<file path="config.mk">
export PLATFORM = sky130hd
export DESIGN_NAME = decode_stage
export DESIGN_NICKNAME = d
export VERILOG_FILES = /design/src/mips_pkg.sv /design/src/decode_stage.sv
export SDC_FILE = /design/constraint.sdc
export NUM_CORES = 2
export LEC_CHECK = 0
export ABC_AREA = 1
export BUFFER_PORTS_ARGS = -buffer_cell sky130_fd_sc_hd__buf_2
export CORE_MARGIN = 2
export CORE_UTILIZATION = 35
export CTS_BUF_LIST = sky130_fd_sc_hd__clkbuf_8
export CTS_CLUSTER_DIAMETER = 150
export CTS_CLUSTER_SIZE = 20
export DETAILED_ROUTE_END_ITERATION = 8
export HOLD_SLACK_MARGIN = 0.05
export PLACE_DENSITY = 0.55
export SKIP_CTS_REPAIR_TIMING = 1
export SYNTH_ARGS = -nofsm -noshare
export SYNTH_HDL_FRONTEND = slang
export SYNTH_SLANG_ARGS = --single-unit
</file>
<file path="constraint.sdc">
create_clock -name clk -period 7.3 [get_ports clk]
set_clock_uncertainty 0.05 [all_clocks]
set_input_delay 1.46 -clock clk [delete_from_list [all_inputs] [get_ports clk]]
set_output_delay 1.46 -clock clk [all_outputs]
set_load 0.05 [all_outputs]
</file>
<file path="src/mips_pkg.sv">
package mips_pkg;

   localparam int word_w      = 32;
   localparam int reg_addr_w  = 5;
   localparam int imem_addr_w = 9;
   localparam int dmem_addr_w = 10;

   // opcodes
   localparam logic [5:0] op_rtype = 6'h00;
   localparam logic [5:0] op_addi  = 6'h08;
   localparam logic [5:0] op_lw    = 6'h23;
   localparam logic [5:0] op_sw    = 6'h2b;

   // funct field of r-type
   localparam logic [5:0] fn_add = 6'h20;
   localparam logic [5:0] fn_sub = 6'h22;
   localparam logic [5:0] fn_and = 6'h24;
   localparam logic [5:0] fn_or  = 6'h25;
   localparam logic [5:0] fn_slt = 6'h2a;

   typedef enum logic [2:0] {
      alu_add,
      alu_sub,
      alu_and,
      alu_or,
      alu_slt
   } alu_op_t;

   typedef struct packed {
      logic              valid;
      logic [word_w-1:0] instr;
   } if_id_t;

   typedef struct packed {
      logic                  reg_write;
      logic                  mem_read;
      logic                  mem_write;
      logic                  alu_src;
      alu_op_t               alu_op;
      logic [reg_addr_w-1:0] rs;
      logic [reg_addr_w-1:0] rt;
      logic [reg_addr_w-1:0] dest;
      logic [word_w-1:0]     rdata_1;
      logic [word_w-1:0]     rdata_2;
      logic [word_w-1:0]     imm;
   } id_ex_t;

   typedef struct packed {
      logic                  reg_write;
      logic                  mem_read;
      logic                  mem_write;
      logic [reg_addr_w-1:0] dest;
      logic [word_w-1:0]     alu_result;
      logic [word_w-1:0]     store_data;
   } ex_mem_t;

   // result on its way into the register file
   typedef struct packed {
      logic                  reg_write;
      logic [reg_addr_w-1:0] dest;
      logic [word_w-1:0]     value;
   } wb_t;

endpackage

</file>
<file path="src/decode_stage.sv">
`timescale 1ns/1ps

module decode_stage (
   input  logic             clk,
   input  logic             reset,
   input  logic             enable,
   input  mips_pkg::if_id_t if_id,
   input  mips_pkg::wb_t    wb,
   output logic             stall,
   output mips_pkg::id_ex_t id_ex
);

   logic [5:0]                      opcode;
   logic [5:0]                      funct;
   logic [mips_pkg::reg_addr_w-1:0] rs;
   logic [mips_pkg::reg_addr_w-1:0] rt;
   logic [mips_pkg::reg_addr_w-1:0] rd;
   logic [mips_pkg::word_w-1:0]     regs [2**mips_pkg::reg_addr_w];
   logic [mips_pkg::word_w-1:0]     rdata_1;
   logic [mips_pkg::word_w-1:0]     rdata_2;
   mips_pkg::id_ex_t                id_next;

   assign opcode = if_id.instr[31:26];
   assign rs     = if_id.instr[25:21];
   assign rt     = if_id.instr[20:16];
   assign rd     = if_id.instr[15:11];
   assign funct  = if_id.instr[5:0];

   // register file, r0 is never written
   always_ff @(posedge clk) begin
      if (reset) begin
         for (int i = 0; i < 2**mips_pkg::reg_addr_w; i++) begin
            regs[i] <= '0;
         end
      end else if (enable && wb.reg_write && wb.dest != '0) begin
         regs[wb.dest] <= wb.value;
      end
   end

   // write-through so a same-cycle writeback is seen
   assign rdata_1 = (rs == '0) ? '0 :
                    (wb.reg_write && wb.dest == rs) ? wb.value : regs[rs];
   assign rdata_2 = (rt == '0) ? '0 :
                    (wb.reg_write && wb.dest == rt) ? wb.value : regs[rt];

   // load in EX whose target is needed right now
   assign stall = id_ex.mem_read && (id_ex.rt != '0) && if_id.valid &&
                  (id_ex.rt == rs || id_ex.rt == rt);

   always_comb begin
      id_next         = '0;
      id_next.rs      = rs;
      id_next.rt      = rt;
      id_next.dest    = rt;
      id_next.rdata_1 = rdata_1;
      id_next.rdata_2 = rdata_2;
      id_next.imm     = {{16{if_id.instr[15]}}, if_id.instr[15:0]};
      id_next.alu_op  = mips_pkg::alu_add;
      if (if_id.valid && !stall) begin
         case (opcode)
            mips_pkg::op_rtype: begin
               id_next.dest      = rd;
               id_next.reg_write = 1'b1;
               case (funct)
                  mips_pkg::fn_add: id_next.alu_op = mips_pkg::alu_add;
                  mips_pkg::fn_sub: id_next.alu_op = mips_pkg::alu_sub;
                  mips_pkg::fn_and: id_next.alu_op = mips_pkg::alu_and;
                  mips_pkg::fn_or:  id_next.alu_op = mips_pkg::alu_or;
                  mips_pkg::fn_slt: id_next.alu_op = mips_pkg::alu_slt;
                  // includes the all-zero no-op
                  default:          id_next.reg_write = 1'b0;
               endcase
            end
            mips_pkg::op_addi: begin
               id_next.reg_write = 1'b1;
               id_next.alu_src   = 1'b1;
            end
            mips_pkg::op_lw: begin
               id_next.reg_write = 1'b1;
               id_next.mem_read  = 1'b1;
               id_next.alu_src   = 1'b1;
            end
            mips_pkg::op_sw: begin
               id_next.mem_write = 1'b1;
               id_next.alu_src   = 1'b1;
            end
            default: ;
         endcase
      end
   end

   always_ff @(posedge clk) begin
      if (reset) begin
         id_ex.reg_write <= 1'b0;
         id_ex.mem_read  <= 1'b0;
         id_ex.mem_write <= 1'b0;
         id_ex.alu_src   <= 1'b0;
      end else if (enable) begin
         id_ex <= id_next;
      end
   end

endmodule

</file>
-- Yosys cells after proc, flatten, opt, wreduce, memory -nomap -nowiden
Memories as Yosys holds them, arrays and structs flattened. A register that Yosys moved wholly into a read port is not among the register bits.
Cells that the tools add are included.
- flip-flop bits (word level): 38
- bits in writable memories: 1024
- input bits: 74
- word-level logic and storage cells: 58
- memories kept: 1
- eq/ne operators: 10
- multiplexer cells: 18
- bitwise logic cells: 1
- reduce and logical (&&, ||, !) cells: 19
- memories (name ; words ; width ; rd ports ; clocked after Yosys merged registers in ; wr ports ; line ; RTL):
    regs ; 32 ; 32 ; 2 ; 2 ; 32 ; decode_stage.sv:18 ; logic [mips_pkg::word_w-1:0] regs [2**mips_pkg::reg_addr_w];
- operators with widths (kind ; number):
    equality test 6 bit, second input constant ; 7
    two-way mux 32 bit ; 1
    OR reduction 32 bit ; 1
    two-way mux 5 bit ; 3
    one-hot mux 3 bit (4 select lines) ; 1
    equality test 5 bit ; 2
    zero test 5 bit ; 2
    two-way mux 1 bit ; 10
    nonzero test 5 bit ; 2
    two-way mux 7 bit ; 1
    equality test 6 x 4 -> 1 bit, second input constant ; 1
    logical AND 1 bit ; 6
    zero test 6 bit ; 1
    OR reduction 5 bit ; 1
    AND reduction 2 bit ; 2
    two-way mux 3 bit ; 1
    OR reduction 3 bit ; 1
    one-hot mux 1 bit (2 select lines) ; 1
    OR reduction 2 bit ; 1
    zero test 1 bit ; 1
    logical OR 1 bit ; 1
    inverter 1 bit ; 1

-- Logic depth before layout (Yosys ltp)
- depth in word-level cells: 7
- gate-level depth with buffers: 12
- mapped depth without buffers: 11

-- Worst setup path after synthesis
Ideal clock, no wire load.
- path kind: input port to flip-flop
- start: input enable
- end: register id_ex[0] in the netlist's numbering, enable pin
- library setup time: 0.555 ns
- data arrival time: 5.610 ns
- required time: 6.695 ns
- setup slack: 1.085 ns
- cell stages on the path: 2
- buffers on the path: 0
- cell sequence: inv_1 nor2_1
- word-level cells in the longest chain between the ends: 1
- RTL lines (what ; line ; RTL):
    start, declared ; decode_stage.sv:6 ; input logic enable,
    AND reduction 2 bit (no source line) ; -- ;
    end signal, assigned ; decode_stage.sv:99 ; id_ex <= id_next;
    end, declared ; decode_stage.sv:10 ; output mips_pkg::id_ex_t id_ex
Every way passes these cells.
A chain may end at the register's enable or synchronous reset.

-- Worst setup path after layout
- start: input if_id[20] in the netlist's numbering
- end: output stall
- word-level cells in the longest chain between the ends: 3
- RTL lines (what ; line ; RTL):
    start, declared ; decode_stage.sv:7 ; input mips_pkg::if_id_t if_id,
    equality test 5 bit ; decode_stage.sv:48 ; (id_ex.rt == rs || id_ex.rt == rt);
    logical OR 1 bit ; decode_stage.sv:48 ;
    logical AND 1 bit ; decode_stage.sv:47 ; assign stall = id_ex.mem_read && (id_ex.rt != '0) && if_id.valid &&
    end, declared ; decode_stage.sv:9 ; output logic stall,
Every way passes these cells.

==> flow_metrics.env <==
export IMPL_hp_class="flip-flop to flip-flop"
export IMPL_ant_nets=0
export IMPL_h_tree_depth=3
export IMPL_firstDrtPassIters=7
export IMPL_vias_per_cell=5.63
export IMPL_crit_required_ns=5.79
export IMPL_worst_slack_ns=2.25
export IMPL_core_mm2=0.176
export IMPL_gr_total_overflow=0
export IMPL_cts_root_buf="clkbuf_8"
export IMPL_drt_initial_drc_count=7883
export IMPL_maxSlewHeadroom=0.118
export IMPL_placedCellCount=9661
export IMPL_synthCells=7641
export IMPL_ys_seq_area_frac=0.543
export IMPL_grt_util_met3=0.0426
export IMPL_io_buffers=192
export IMPL_yosysWarnings=0
export IMPL_final_common_cell="nor2_1"
export IMPL_synth_edff_count=1122
export IMPL_yosys_register_bits=1126
export IMPL_final_core_util=0.373
export IMPL_route_detailed_drc=0
export IMPL_io_pins=193
export IMPL_cts_buffers=66
export IMPL_grt_pass1_wl_mm=354
export IMPL_endpoint_kind="primary output"
export IMPL_layout_nets=7463
export IMPL_cts_sinks=1126
export IMPL_worstHoldPathCells=2
export IMPL_start_util=0.353
export IMPL_final_cell_mix="nor2_1, nand2_1, edfxtp_1"
export IMPL_whs_endpoint="id_ex[114]"
export IMPL_async_reset_ff_frac=0
export IMPL_routed_wl_mm=250
export IMPL_vias=54900
export IMPL_cp_arrival_ns=3.54
export IMPL_place_gp_congestion=0.854
export IMPL_die_h_um=426
export IMPL_power_leakage_nw=27.1
export IMPL_clk_pin_slew_ns=0.13
export IMPL_final_hold_violation_count=0
export IMPL_critical_path_class="input port to primary output"
export IMPL_startpoint_type="input port"
export IMPL_setup_viol_count_final=0
export IMPL_num_fill_cells=18000
export IMPL_status="finished, final reports clean"
export IMPL_clockBufferDepth=3
export IMPL_wl_per_cell_um=25.6
export IMPL_stdcell_count=9753
export IMPL_grt_busiest_layer="met2"
export IMPL_use_met1=0.363
export IMPL_die_area_mm2=0.181
export IMPL_r2r_setup_slack_ns=4.74
export IMPL_clock_latency_ns=0.86
export IMPL_area_growth_pct=5.77
export IMPL_hpwl_mm=135
export IMPL_peakVddDrop_v=0.000129
export IMPL_drive_gt1_frac=0.0805
export IMPL_grt_pass1_vias=50400
export IMPL_post_place_ws_ns=2.16
export IMPL_syn_avg_cell_area_um2=8.14
export IMPL_period_share=0.692
export IMPL_tns_ns=0
export IMPL_worstPathMaxFanout=21
export IMPL_slew_viol_final=0
export IMPL_min_period_ns=5.05
export IMPL_hp_start="id_ex[114]"
export IMPL_rsz0062_at_grt="no"
export IMPL_met2_usage=0.421
export IMPL_synthFlopType="edfxtp_1"
export IMPL_worstSetupStartpoint="if_id[20]"
export IMPL_dieWidth_um=426
export IMPL_r2r_cells=9
export IMPL_cts_tree="built"
export IMPL_rows=154
export IMPL_drv_cap=0
export IMPL_grt_use_total=0.268
export IMPL_synth_distinct_cells=29
export IMPL_grt_max_degree=196
export IMPL_powerDensity_mw_per_mm2=194
export IMPL_reg2reg_from="id_ex[102]"
export IMPL_fmax_ghz=0.198
export IMPL_antenna_found_initial=11
export IMPL_r2r_end="id_ex[98]"
export IMPL_synth_area_mm2=0.0622
export IMPL_worstMarginPinSlew_ns=1.32
## power by group
part           switching (mW)  internal [mW]
Sequential              0.145           7.46
Clock                    2.15          0.876
Combinational            1.62          0.517
## sequential cells by signal, indices dropped and copies added, names as in the netlist
register and flops:
id_ex 102, regs 1024
## routing by layer
metal / share of wire / vias to the layer above
met2: 0.45 / 3366
met3: 0.10 / 582
met5: 0.00015 / -
met4: 0.049 / 6
li1: - / 24500
met1: 0.40 / 26500
## critical path, cell delays in order
cell and delay, ns:
buf_2 0.61, inv_2 0.04, buf_4 0.28, nand2_1 0.11
nand2_1 0.06, nor2_1 0.10, nand3_1 0.08, nand2_1 0.21
nand2_1 0.19, inv_1 0.09, buf_2 0.26
## cells in the mapped netlist, types with 3 or more instances
master | count | area (um^2)
edfxtp_1 | 1122 | 33700
or2_2 | 127 | 795
nand2_1 | 1505 | 5650
nand4_1 | 6 | 37.5
buf_4 | 26 | 195
o21ai_0 | 302 | 1510
o211ai_1 | 283 | 2120
clkinv_1 | 3 | 11.3
a21oi_1 | 389 | 1950
clkbuf_1 | 400 | 1500
nor3_1 | 9 | 45.0
inv_2 | 6 | 22.5
inv_1 | 736 | 2760
buf_1 | 52 | 195
buf_2 | 186 | 931
nand3_1 | 1010 | 5050
xnor2_1 | 7 | 61.3
dfxtp_1 | 4 | 80.1
nor2_1 | 1448 | 5440
xor2_1 | 9 | 78.8
## kinds of logic after synthesis
family,after synthesis,share of synthesized area
other,1,0.0000603
flip-flops,1126,0.543
buffers and inverters,1409,0.0903
AND/OR/NAND/NOR,4115,0.275
AO/OA/AOI/OAI,974,0.0897
XOR/XNOR,16,0.00225
## final cells by class
cell class,instances,area (um^2),area share
Multi-Input combinational cell,5137,23200,0.352
Inverter,745,2820,0.0429
Timing Repair Buffer,313,2050,0.0312
Tap cell,2340,2930,0.0445
Clock inverter,16,80.1,0.00122
Clock buffer,69,950,0.0144
Antenna cell,7,17.5,0.000266
Sequential cell,1126,33800,0.513
## per-stage QoR
step	hold WS [ns]	cell area, um^2	power (mW)
2_1_floorplan	0.629	62300	9.09
3_3_place_gp	0.402	64800	9.80
4_1_cts	0.421	65800	12.7
6_report	0.418	65800	12.8
3_5_place_dp	0.402	64800	9.84
5_1_grt	0.437	65800	13.2
## worst max-delay path by stage
stage	endpoint	slack (ns)
after floorplan	id_ex[0]	1.09
after global placement	id_ex[44]	2.19
after detailed placement	id_ex[49]	2.16
after CTS	stall	2.25
after global routing	stall	2.17
final	stall	2.25
(Power assumes the default switching activity.)
