[config.mk]
export PLATFORM = sky130hd
export DESIGN_NAME = execute_stage
export DESIGN_NICKNAME = d
export VERILOG_FILES = /design/src/mips_pkg.sv /design/src/execute_stage.sv
export SDC_FILE = /design/constraint.sdc
export NUM_CORES = 1
export LEC_CHECK = 0
export BUFFER_PORTS_ARGS = -buffer_cell sky130_fd_sc_hd__buf_4
export CAP_MARGIN = 40
export CORE_ASPECT_RATIO = 1.75
export CORE_MARGIN = 3
export CORE_UTILIZATION = 51
export CTS_BUF_LIST = sky130_fd_sc_hd__clkbuf_2
export CTS_CLUSTER_SIZE = 28
export DETAILED_ROUTE_END_ITERATION = 10
export GPL_ROUTABILITY_DRIVEN = 1
export PLACE_DENSITY = 0.88
export SYNTH_ARGS = -nofsm -noshare
export SYNTH_HDL_FRONTEND = slang
export SYNTH_SLANG_ARGS = --single-unit
[constraint.sdc]
create_clock -name clk -period 4.6 [get_ports clk]
set_input_delay 0.69 -clock clk [delete_from_list [all_inputs] [get_ports clk]]
set_output_delay 0.69 -clock clk [all_outputs]
set_load 0.02 [all_outputs]
[src/mips_pkg.sv]
package mips_pkg;

   localparam int word_w      = 32;
   localparam int reg_addr_w  = 5;
   localparam int imem_addr_w = 9;
   localparam int dmem_addr_w = 10;

   // opcodes
   localparam logic [5:0] op_rtype = 6'h00;
   localparam logic [5:0] op_addi  = 6'h08;
   localparam logic [5:0] op_lw    = 6'h23;
   localparam logic [5:0] op_sw    = 6'h2b;

   // funct field of r-type
   localparam logic [5:0] fn_add = 6'h20;
   localparam logic [5:0] fn_sub = 6'h22;
   localparam logic [5:0] fn_and = 6'h24;
   localparam logic [5:0] fn_or  = 6'h25;
   localparam logic [5:0] fn_slt = 6'h2a;

   typedef enum logic [2:0] {
      alu_add,
      alu_sub,
      alu_and,
      alu_or,
      alu_slt
   } alu_op_t;

   typedef struct packed {
      logic              valid;
      logic [word_w-1:0] instr;
   } if_id_t;

   typedef struct packed {
      logic                  reg_write;
      logic                  mem_read;
      logic                  mem_write;
      logic                  alu_src;
      alu_op_t               alu_op;
      logic [reg_addr_w-1:0] rs;
      logic [reg_addr_w-1:0] rt;
      logic [reg_addr_w-1:0] dest;
      logic [word_w-1:0]     rdata_1;
      logic [word_w-1:0]     rdata_2;
      logic [word_w-1:0]     imm;
   } id_ex_t;

   typedef struct packed {
      logic                  reg_write;
      logic                  mem_read;
      logic                  mem_write;
      logic [reg_addr_w-1:0] dest;
      logic [word_w-1:0]     alu_result;
      logic [word_w-1:0]     store_data;
   } ex_mem_t;

   // result on its way into the register file
   typedef struct packed {
      logic                  reg_write;
      logic [reg_addr_w-1:0] dest;
      logic [word_w-1:0]     value;
   } wb_t;

endpackage

[src/execute_stage.sv]
`timescale 1ns/1ps

module execute_stage (
   input  logic              clk,
   input  logic              reset,
   input  logic              enable,
   input  mips_pkg::id_ex_t  id_ex,
   input  mips_pkg::wb_t     wb,
   output mips_pkg::ex_mem_t ex_mem
);

   logic [mips_pkg::word_w-1:0] op_rs;
   logic [mips_pkg::word_w-1:0] op_rt;
   logic [mips_pkg::word_w-1:0] alu_b;
   logic [mips_pkg::word_w-1:0] alu_result;

   // nearest producer wins, then the register read
   function automatic logic [mips_pkg::word_w-1:0] forward(
      input logic [mips_pkg::reg_addr_w-1:0] src,
      input logic [mips_pkg::word_w-1:0]     reg_value,
      input mips_pkg::ex_mem_t               em,
      input mips_pkg::wb_t                   w
   );
      if (em.reg_write && em.dest != '0 && em.dest == src) begin
         return em.alu_result;
      end
      if (w.reg_write && w.dest != '0 && w.dest == src) begin
         return w.value;
      end
      return reg_value;
   endfunction

   assign op_rs = forward(id_ex.rs, id_ex.rdata_1, ex_mem, wb);
   assign op_rt = forward(id_ex.rt, id_ex.rdata_2, ex_mem, wb);
   assign alu_b = id_ex.alu_src ? id_ex.imm : op_rt;

   always_comb begin
      case (id_ex.alu_op)
         mips_pkg::alu_add: alu_result = op_rs + alu_b;
         mips_pkg::alu_sub: alu_result = op_rs - alu_b;
         mips_pkg::alu_and: alu_result = op_rs & alu_b;
         mips_pkg::alu_or:  alu_result = op_rs | alu_b;
         // signed compare
         mips_pkg::alu_slt: begin
            alu_result = {{(mips_pkg::word_w-1){1'b0}}, $signed(op_rs) < $signed(alu_b)};
         end
         default:           alu_result = '0;
      endcase
   end

   always_ff @(posedge clk) begin
      if (reset) begin
         ex_mem.reg_write <= 1'b0;
         ex_mem.mem_read  <= 1'b0;
         ex_mem.mem_write <= 1'b0;
      end else if (enable) begin
         ex_mem.reg_write  <= id_ex.reg_write;
         ex_mem.mem_read   <= id_ex.mem_read;
         ex_mem.mem_write  <= id_ex.mem_write;
         ex_mem.dest       <= id_ex.dest;
         ex_mem.alu_result <= alu_result;
         ex_mem.store_data <= op_rt;
      end
   end

endmodule

## Word level (Yosys, flattened, before mapping)

Cells that the tools add are included.
W data, S select, Z words.

- Output and inout port bits: 72
- Input bits: 159
- Register bits: 72

- Mux-type cells: 16
- Reduce and logical (&&, ||, !) cells: 10
- Bitwise gates (word level): 3
- Add/subtract/negate cells: 2
- Order comparisons: 1
- Equal/unequal tests: 8

Operator list:

| operator | number |
|---|---|
| $mux W32 | 9 |
| $pmux W32 S5 | 1 |
| $add A32 B32 Y32 | 1 |
| $and A32 B32 Y32 | 1 |
| $lt A32 B32 Y1 | 1 |
| $or A32 B32 Y32 | 1 |
| $sub A32 B32 Y32 | 1 |
| $eq A5 B5 Y1 | 4 |
| $reduce_bool A5 Y1 | 2 |
| $eq A3 B2 Y1 const B | 2 |
| $logic_and A1 B1 Y1 | 6 |
| $mux W1 | 6 |
| $eq A3 B1 Y1 const B | 1 |
| $eq A3 B3 Y1 const B | 1 |
| $logic_not A3 Y1 | 1 |
| $reduce_and A2 Y1 | 1 |
| $not A1 Y1 | 1 |

## Logic depth before layout (Yosys ltp)

Gate-level depths: netlist of run 1.

- Word-level depth: 10
- Depth in mapped cells: 19
- Gate-level depth less buffers: 18

## Worst setup path after synthesis of run 1

OpenSTA, ideal clock, no wires.

- Kind: input to register
- From: input port wb[35] in the netlist's numbering
- To: register ex_mem[61] in the netlist's numbering (data pin)
- Data required time: 4.343 ns
- Path buffers: 1
- Cell stages on the path: 16
- Library setup time: 0.257 ns
- Setup slack: -0.089 ns
- Arrival time: 4.431 ns
- Path through: or4_1 > o21ai_1 > nor4_2 > buf_2 > mux2i_1 > o21ai_0 > ha_1 > nor2b_1 > o311ai_0 > nand3_1 > a221o_2 > o211ai_2 > a2111oi_2 > o311ai_1 > a21o_1 > nand3_2

- Word-level cells in the longest chain between the ends: 10
- Elaborated cells between the ends (all ways): 22
- Classes of those cells: add/sub: 2; eq/ne: 2; mux: 12; bitwise: 2; reduce/logical: 4

RTL lines:

| element | line | source |
|---|---|---|
| start: declaration | execute_stage.sv:8 | `input mips_pkg::wb_t wb,` |
| $reduce_bool A5 Y1 | execute_stage.sv:27 | `if (w.reg_write && w.dest != '0 && w.dest == src) begin` |
| $logic_and A1 B1 Y1 (2 in a row) | execute_stage.sv:27 |  |
| $mux W1 (2 in a row) | execute_stage.sv:27 |  |
| $mux W32 | execute_stage.sv:30 | `return reg_value;` |
| $mux W32 | execute_stage.sv:27 |  |
| $mux W32 | execute_stage.sv:35 | `assign alu_b = id_ex.alu_src ? id_ex.imm : op_rt;` |
| $sub A32 B32 Y32, or another cell as far along | execute_stage.sv:40 | `mips_pkg::alu_sub: alu_result = op_rs - alu_b;` |
| $pmux W32 S5 (*) | execute_stage.sv:38 | `case (id_ex.alu_op)` |
| net alu_result (one bit) | execute_stage.sv:15 | `logic [mips_pkg::word_w-1:0] alu_result;` |
| end: declaration | execute_stage.sv:9 | `output mips_pkg::ex_mem_t ex_mem` |

Mark *: on every way through the listed nets, which the timed path passes. The rest lies on a longest branch. The select of a mux whose other input is x is not followed.
A chain may end at the register's enable or synchronous reset.

## Worst setup path after layout of run 1

- From: register ex_mem[64] in the netlist's numbering
- To: register ex_mem[32] in the netlist's numbering (data pin)

- Word-level cells in the longest chain between the ends: 8
- Elaborated cells between the ends (all ways): 17
- Classes of those cells: add/sub: 2; order compare: 1; eq/ne: 2; mux: 6; bitwise: 2; reduce/logical: 4

RTL lines:

| element | line | source |
|---|---|---|
| $reduce_bool A5 Y1 | execute_stage.sv:24 | `if (em.reg_write && em.dest != '0 && em.dest == src) begin` |
| $logic_and A1 B1 Y1 | execute_stage.sv:24 |  |
| $logic_and A1 B1 Y1 (*) | execute_stage.sv:24 |  |
| $mux W1 (*) | execute_stage.sv:24 |  |
| $mux W32 (*) | execute_stage.sv:27 |  |
| net op_rt (one bit) | execute_stage.sv:13 | `logic [mips_pkg::word_w-1:0] op_rt;` |
| $mux W32 (*) | execute_stage.sv:35 |  |
| $lt A32 B32 Y1 (*) | execute_stage.sv:45 | `alu_result = {{(mips_pkg::word_w-1){1'b0}}, $signed(op_rs) < $signed(alu_b)};` |
| $pmux W32 S5 (*) | execute_stage.sv:38 |  |
| net alu_result (one bit) | execute_stage.sv:15 |  |

Mark *: on every way through the listed nets, which the timed path passes. The rest lies on a longest branch.

==> run_results.csv, run 1 <==
group,metric,value,unit
outcome,outcome,"complete, but fails checks",
outcome,failed_checks,"negative setup slack",
routing,wire_per_inst,21.1,um
sta,fmaxAchievable,0.212,GHz
power_and_ir_drop,peakVddDrop,0.000139,V
power_and_ir_drop,net-switching-power,1.23,mW
routing,drt_pre_antenna_iters,7,
logic_synthesis,ys.flop_type,"sky130_fd_sc_hd__edfxtp_1",
die,fp.dieW,107,um
final_layout,post_route_cells_drive_above_1_share,0.412,
sta,drv_slew,0,
final_layout,largest_reg_flops,72,
die,starting_density_of_the_core,0.526,
worst_setup_path,cp-start-kind,"flip-flop",
worst_setup_path,cp_data_arrival_time,5.18,ns
logic_synthesis,yosys.area.top_type,"sky130_fd_sc_hd__edfxtp_1",
clock_network,insertion_delay,0.63,ns
die,core-area,17200,um^2
worst_setup_path,path_class,"flip-flop to flip-flop",
worst_hold_path,timing.hold.worst.class,"input pin to flip-flop",
grt,number_of_global_route_vias_before_repair,10800,
logic_synthesis,yosys.area.top_type_share,0.229,
logic_synthesis,synth_warnings,0,
clock_network,cts_bufs_inserted,9,
grt,grt.total_usage,0.343,
worst_setup_path,critical_path.endpoint_type,"flip-flop",
power_and_ir_drop,switching_portion_of_total_power,0.420,
clock_network,cts_hold_repair.buffers,0,
logic_synthesis,avg_inst_size_synth,8.07,um^2
worst_setup_path,critPathLaunch,"ex_mem[64]",
power_and_ir_drop,p_seq_frac,0.278,
sta,shortest_period_the_worst_path_allows,4.71,ns
final_layout,final-instance-count-excl-fill,1776,
sta,final.setup.worst_slack,-0.111,ns
worst_setup_path,rrSetupSlack,-0.11,ns
power_and_ir_drop,total_power,2.92,mW
power_and_ir_drop,power_per_cell_area,215,nW/um^2
worst_setup_path,worstReg2RegStart,"ex_mem[64]",
placement,dp_cells,1747,
sta,setup_viol_count_final,17,
die,die_height,182,um
logic_synthesis,area_of_the_mapped_netlist,9040,um^2
die,ioPinCount,231,
final_layout,layout.nets,1808,
placement,placed_area,12700,um^2
power_and_ir_drop,power.clock.fraction,0.149,
sta,final.setup.tns,-0.951,ns
worst_setup_path,worst_r2r_endpoint,"ex_mem[32]",
routing,routed-via-count,10800,
logic_synthesis,synth.ff_latch_count,72,
clock_network,cts_buffer_depth,2,
sta,max_slew_margin,0.433,
logic_synthesis,synth_sequential_area_ratio,0.236,
sta,finalHoldViolations,0,
power_and_ir_drop,power_frac_comb,0.573,
clock_network,clock_sinks,72,
final_layout,layout_top_registers,"ex_mem (72)",
clock_network,h-tree-depth,3,
final_layout,largest-register,"ex_mem",
placement,io_buffer_count,230,
logic_synthesis,number_of_synthesized_flops_with_an_enable_pin,69,
placement,place_hpwl,26900,um
clock_network,tritoncts,"built",
placement,pre_cts_ws,-0.850,ns
die,row_count,63,
logic_synthesis,synth_async_sr_flop_share,0,
job,max_cap_violations,0,
routing,first_iter_violations,854,
worst_setup_path,worst-endpoint-required,5.07,ns
final_layout,area_delta_synth_final,50.4,%
power_and_ir_drop,total_leakage_power,6.00,nW
die,dieArea,19400,um^2
grt,grt_first_pass_wirelength,53100,um
worst_setup_path,critPathMaxFanout,5,
clock_network,path_clk_slew,0.31,ns
final_layout,finish.instance_area,13600,um^2
power_and_ir_drop,p_int,1.70,mW
logic_synthesis,synthTopCellsByArea,"sky130_fd_sc_hd__edfxtp_1, sky130_fd_sc_hd__ha_1, sky130_fd_sc_hd__mux2i_1",
logic_synthesis,cell_count_after_synthesis,1120,
worst_setup_path,worstSetupEndpoint,"ex_mem[32]",
grt,grt_start_max_net_pins,61,
sta,period_utilisation_layout,1.02,
logic_synthesis,synthesis.nets,1386,
grt,antenna_found_initial,2,
sta,tightest_slew,0.850,ns
logic_synthesis,yosysUniqueCellTypes,76,
grt,grt.overflow.total,0,
sta,grt_setup_unrepaired,"true",
placement,gp_congestion,1.00,
worst_setup_path,cell_depth_of_the_worst_flop_to_flop_path,20,
clock_network,root_buffer,"sky130_fd_sc_hd__clkbuf_2",
sta,worst_clk_skew,0.0586,ns
routing,drt_drc_violations_left,0,
routing,drt-total-wl,37600,um
routing,antenna_left,0,
routing,vias_per_cell,6.07,
==> cell usage after synthesis, drive strengths merged, types with 17 or more instances <==
| master | n |
|---|---|
| nor2b | 20 |
| buf | 17 |
| xnor2 | 29 |
| a211oi | 30 |
| mux2 | 28 |
| o21ai | 123 |
| a21oi | 76 |
| edfxtp | 69 |
| nand2 | 116 |
| mux2i | 75 |
| clkbuf | 48 |
| inv | 91 |
| ha | 105 |
| nor2 | 92 |
==> placed cells by master, fill, tap and decap left out, types with 7 or more instances in the layout <==
master	n
sky130_fd_sc_hd__buf_4	463
sky130_fd_sc_hd__nand2_1	115
sky130_fd_sc_hd__nor2_1	90
sky130_fd_sc_hd__inv_1	87
sky130_fd_sc_hd__o21ai_0	86
sky130_fd_sc_hd__ha_1	86
sky130_fd_sc_hd__mux2i_1	73
sky130_fd_sc_hd__edfxtp_1	69
sky130_fd_sc_hd__a21oi_1	62
sky130_fd_sc_hd__xnor2_1	27
sky130_fd_sc_hd__a211oi_1	22
sky130_fd_sc_hd__o21ai_1	21
sky130_fd_sc_hd__mux2_2	21
sky130_fd_sc_hd__nor2b_1	16
sky130_fd_sc_hd__a21o_1	16
sky130_fd_sc_hd__ha_4	15
sky130_fd_sc_hd__o21ai_2	14
sky130_fd_sc_hd__xor2_1	13
sky130_fd_sc_hd__nand3_1	13
sky130_fd_sc_hd__nor3_1	11
sky130_fd_sc_hd__a21oi_2	11
sky130_fd_sc_hd__o21bai_1	10
sky130_fd_sc_hd__nand2b_1	9
sky130_fd_sc_hd__clkbuf_2	9
sky130_fd_sc_hd__a211oi_2	8
sky130_fd_sc_hd__mux2_4	7
sky130_fd_sc_hd__nor4_1	7
sky130_fd_sc_hd__a211o_1	7
==> metrics by stage <==
step / utilization / hold slack, ns
after floorplan: - / 0.579
after global placement: 0.735 / 0.473
after detailed placement: 0.738 / 0.492
after CTS: 0.750 / 0.182
after global routing: 0.791 / 0.177
final: 0.791 / 0.200
==> worst min path at each step <==
stage / startpoint / endpoint / slack, ns / cells after the start
floorplan: ex_mem[69] / ex_mem[69] / 0.58 / 2
global placement: ex_mem[69] / ex_mem[69] / 0.47 / 2
detailed placement: ex_mem[70] / ex_mem[70] / 0.49 / 2
CTS: id_ex[99] / ex_mem[67] / 0.18 / 1
global route: id_ex[97] / ex_mem[65] / 0.18 / 1
finish: id_ex[99] / ex_mem[67] / 0.20 / 1
==> cell families (layout without fill, tap and decap cells) <==
family / Yosys count / after routing / synth area share
xor+xnor: 42 / 42 / 0.0407
simple gates: 309 / 309 / 0.158
buf+inv: 157 / 584 / 0.0684
other cells: 0 / 2 / 0
fa+ha+maj: 107 / 107 / 0.150
compound gates: 330 / 330 / 0.230
flops: 72 / 72 / 0.236
mux: 103 / 103 / 0.118
==> final cells by class <==
type	count	area, um^2
Antenna cell	2	5.00
Tap cell	227	284
Multi-Input combinational cell	891	7000
Fill cell	1078	3590
Clock buffer	9	45.0
Timing Repair Buffer	476	3710
Clock inverter	7	77.6
Sequential cell	72	2130
Inverter	92	345
==> worst max-delay path, stage by stage (launching register included) <==
cell	delay [ns]
sky130_fd_sc_hd__edfxtp_1	0.49
sky130_fd_sc_hd__or4_4	0.60
sky130_fd_sc_hd__o21ai_4	0.22
sky130_fd_sc_hd__nor4_4	0.10
sky130_fd_sc_hd__buf_4	0.17
sky130_fd_sc_hd__clkbuf_16	0.15
sky130_fd_sc_hd__buf_4	0.14
sky130_fd_sc_hd__o21ai_1	0.25
sky130_fd_sc_hd__mux2_4	0.24
sky130_fd_sc_hd__buf_4	0.11
sky130_fd_sc_hd__inv_1	0.05
sky130_fd_sc_hd__ha_2	0.21
sky130_fd_sc_hd__or2_2	0.29
sky130_fd_sc_hd__o221ai_2	0.20
sky130_fd_sc_hd__nand2_2	0.11
sky130_fd_sc_hd__a21oi_4	0.24
sky130_fd_sc_hd__o21ai_2	0.10
sky130_fd_sc_hd__o21ai_2	0.19
sky130_fd_sc_hd__nor2_1	0.07
sky130_fd_sc_hd__or4_1	0.47
sky130_fd_sc_hd__a21oi_1	0.15
==> timing repair <==
action,4_1_cts,5_1_grt
gates cloned,0,3
pin swaps,2,43
setup endpoints to repair,22,26
gates resized for setup,23,135
buffers inserted,1,7
==> routing by layer <==
layer | vias up | track usage | routed length, um
met5 | - | 0 | 0
met4 | 0 | 0.208 | 3130
met3 | 224 | 0.0396 | 2490
met2 | 694 | 0.662 | 19600
met1 | 5019 | 0.340 | 12300
li1 | 4847 | - | -
==> power by group through the flow <==
stage / logic (mW) / clock network [mW] / registers, mW
after floorplan: 0.731 / 0 / 0.869
after global placement: 1.42 / 0 / 0.823
after detailed placement: 1.46 / 0 / 0.824
after CTS: 1.49 / 0.438 / 0.809
after global routing: 1.78 / 0.460 / 0.816
final: 1.67 / 0.436 / 0.813
(Power assumes the default switching activity.)
==> inputs of run 2 (changes only) <==
Settings changed: CELL_PAD_IN_SITES_DETAIL_PLACEMENT set to 2, CELL_PAD_IN_SITES_GLOBAL_PLACEMENT set to 2, CORE_UTILIZATION 51 to 29.
==> run 2 against run 1 <==
The run ends with negative hold slack, negative setup slack left; utilization decreased by 30 points; sequential share of layout area decreased by 1.5 points; clock power decreased by 5.3%; critical path type unchanged; largest power group unchanged.
==> run_results.csv, run 2 (synthesis results as in run 1) <==
group,metric,value,unit
outcome,outcome,"complete, but fails checks",
outcome,failed_checks,"negative hold slack, negative setup slack",
clock_network,path_clk_slew,0.33,ns
grt,grt_first_pass_wirelength,84200,um
worst_setup_path,most_common_cell_on_crit_path,"sky130_fd_sc_hd__buf_4",
final_layout,post_route_cells_drive_above_1_share,0.499,
worst_setup_path,critPathMaxFanout,6,
power_and_ir_drop,peakVddDrop,0.000143,V
final_layout,largest-register,"ex_mem",
placement,place_hpwl,40200,um
grt,antenna_found_initial,4,
routing,first_iter_violations,1170,
clock_network,tritoncts,"built",
sta,worst_clk_skew,0.0994,ns
worst_setup_path,critical_path.endpoint_type,"flip-flop",
final_layout,mostFrequentLayoutCell,"sky130_fd_sc_hd__buf_4",
job,max_cap_violations,0,
grt,grt_start_max_net_pins,49,
worst_setup_path,largest_stage_delay_on_the_critical_path,0.69,ns
die,ioPinCount,231,
sta,fmaxAchievable,0.187,GHz
worst_setup_path,crit_path_cell_trace,"or4_4 -> o21ai_4 -> nor4_4 -> buf_6 -> clkbuf_16 -> buf_4 -> buf_4 -> o21ai_4 -> mux2_4 -> ha_4 -> inv_1 -> a21oi_2 -> o311ai_2 -> buf_4 -> o211ai_4 -> a211oi_2 -> buf_4 -> o221ai_4 -> mux2i_1 -> nand3_1",
worst_hold_path,timing.hold.worst.class,"input pin to flip-flop",
die,fp.dieW,139,um
placement,gp_congestion,0.930,
power_and_ir_drop,total_leakage_power,6.41,nW
sta,final.setup.worst_slack,-0.746,ns
final_layout,largest_reg_flops,72,
grt,grt.overflow.total,0,
sta,tightest_slew,1.17,ns
die,starting_density_of_the_core,0.298,
worst_setup_path,critical_path.slowest_cell,"sky130_fd_sc_hd__o311ai_2",
final_layout,fillCellCount,3189,
clock_network,cts_bufs_inserted,9,
clock_network,root_buffer,"sky130_fd_sc_hd__clkbuf_2",
worst_setup_path,worst-endpoint-required,5.26,ns
clock_network,cts_hold_repair.buffers,0,
power_and_ir_drop,power_per_cell_area,236,nW/um^2
sta,grt_setup_unrepaired,"true",
clock_network,insertion_delay,0.87,ns
die,die_height,240,um
final_layout,layout.nets,1849,
routing,vias_per_cell,6.30,
final_layout,layout_top_registers,"ex_mem (72)",
clock_network,cts_buffer_depth,2,
sta,max_slew_margin,0.219,
routing,routed-via-count,12500,
routing,drt_pre_antenna_iters,5,
final_layout,final_core_util,0.493,
sta,setup_viol_count_final,24,
die,core-area,30400,um^2
routing,antenna_left,0,
sta,drv_slew,0,
sta,hold_slack,-0.0129,ns
grt,number_of_global_route_vias_before_repair,13300,
worst_setup_path,cp_data_arrival_time,6.00,ns
worst_setup_path,critical_path_buf_inv_count,7,
routing,drt_drc_violations_left,0,
clock_network,h-tree-depth,3,
sta,finalHoldViolations,2,
clock_network,clock_sinks,72,
worst_setup_path,path_class,"flip-flop to flip-flop",
routing,wire_per_inst,36.7,um
routing,drt-total-wl,72700,um
die,dieArea,33400,um^2
final_layout,area_delta_synth_final,65.7,%
sta,shortest_period_the_worst_path_allows,5.35,ns
die,row_count,84,
final_layout,most_frequent_cells_in_the_layout,"sky130_fd_sc_hd__buf_4, sky130_fd_sc_hd__nand2_1, sky130_fd_sc_hd__inv_1",
grt,grt.total_usage,0.330,
worst_setup_path,worst_path_dominant_cell_family,"compound AO/OA/AOI/OAI gates",
worst_setup_path,cp-start-kind,"flip-flop",
sta,period_utilisation_layout,1.16,
placement,io_buffer_count,230,
## run 2: changes by cell type in the layout (fill, tap and decap cells not counted), moves of 14 or more
cell | previous run | this run
sky130_fd_sc_hd__o21ai_2 | 14 | 28
sky130_fd_sc_hd__buf_4 | 463 | 490
sky130_fd_sc_hd__o21ai_0 | 86 | 56
sky130_fd_sc_hd__a21oi_2 | 11 | 25
sky130_fd_sc_hd__a21oi_1 | 62 | 43
sky130_fd_sc_hd__buf_6 | 3 | 17
## run 2: layer usage
| metal | global-route usage | routed length (um) |
|---|---|---|
| met4 | 0.237 | 8420 |
| met1 | 0.317 | 22700 |
| met5 | 0 | 0 |
| met2 | 0.636 | 35900 |
| met3 | 0.0431 | 5660 |
## run 2: final cells by class
cell class / instances / area (um^2) / share of cell area
repair buffers: 517 / 4090 / 0.273
inverters: 92 / 349 / 0.0233
clock buffers: 10 / 50.0 / 0.00334
diodes: 8 / 20.0 / 0.00134
well taps: 387 / 484 / 0.0323
clock inverters: 5 / 25.0 / 0.00167
flip-flops and latches: 72 / 2130 / 0.142
multi-input cells: 891 / 7830 / 0.523
## run 2: power by group
group	internal, mW	switching (mW)	leakage [nW]
clock network	0.0650	0.348	0.0527
registers	0.777	0.0465	0.652
logic	0.918	1.38	5.71
## run 2: worst paths after layout
check	start	end	slack (ns)	cells after the start
worst min-delay path	id_ex[98]	ex_mem[66]	-0.01	1
worst min register to register	ex_mem[69]	ex_mem[69]	0.55	2
worst max register to register	ex_mem[65]	ex_mem[63]	-0.75	20
worst max-delay path	ex_mem[65]	ex_mem[63]	-0.75	20
## run 2: what timing repair did
item                                    4_1_cts  5_1_grt
buffers inserted                             10       30
cloned                                        0        6
endpoints found under the setup margin       26       26
pin swaps                                    31       87
gates resized for setup                     125      249
## run 2: stage by stage
| step | cells | TNS, ns | power, mW | area, um^2 | setup slack (ns) |
|---|---|---|---|---|---|
| after floorplan | 1120 | -0.0273 | 1.60 | 9050 | -0.0226 |
| after global placement | 1915 | -14.76 | 2.30 | 12900 | -0.944 |
| after detailed placement | 1915 | -25.47 | 2.43 | 12900 | -1.39 |
| after CTS | 1939 | -0.219 | 2.94 | 13600 | -0.0539 |
| after global routing | 1982 | -11.06 | 3.60 | 15000 | -0.803 |
| final | 1982 | -9.23 | 3.53 | 15000 | -0.746 |
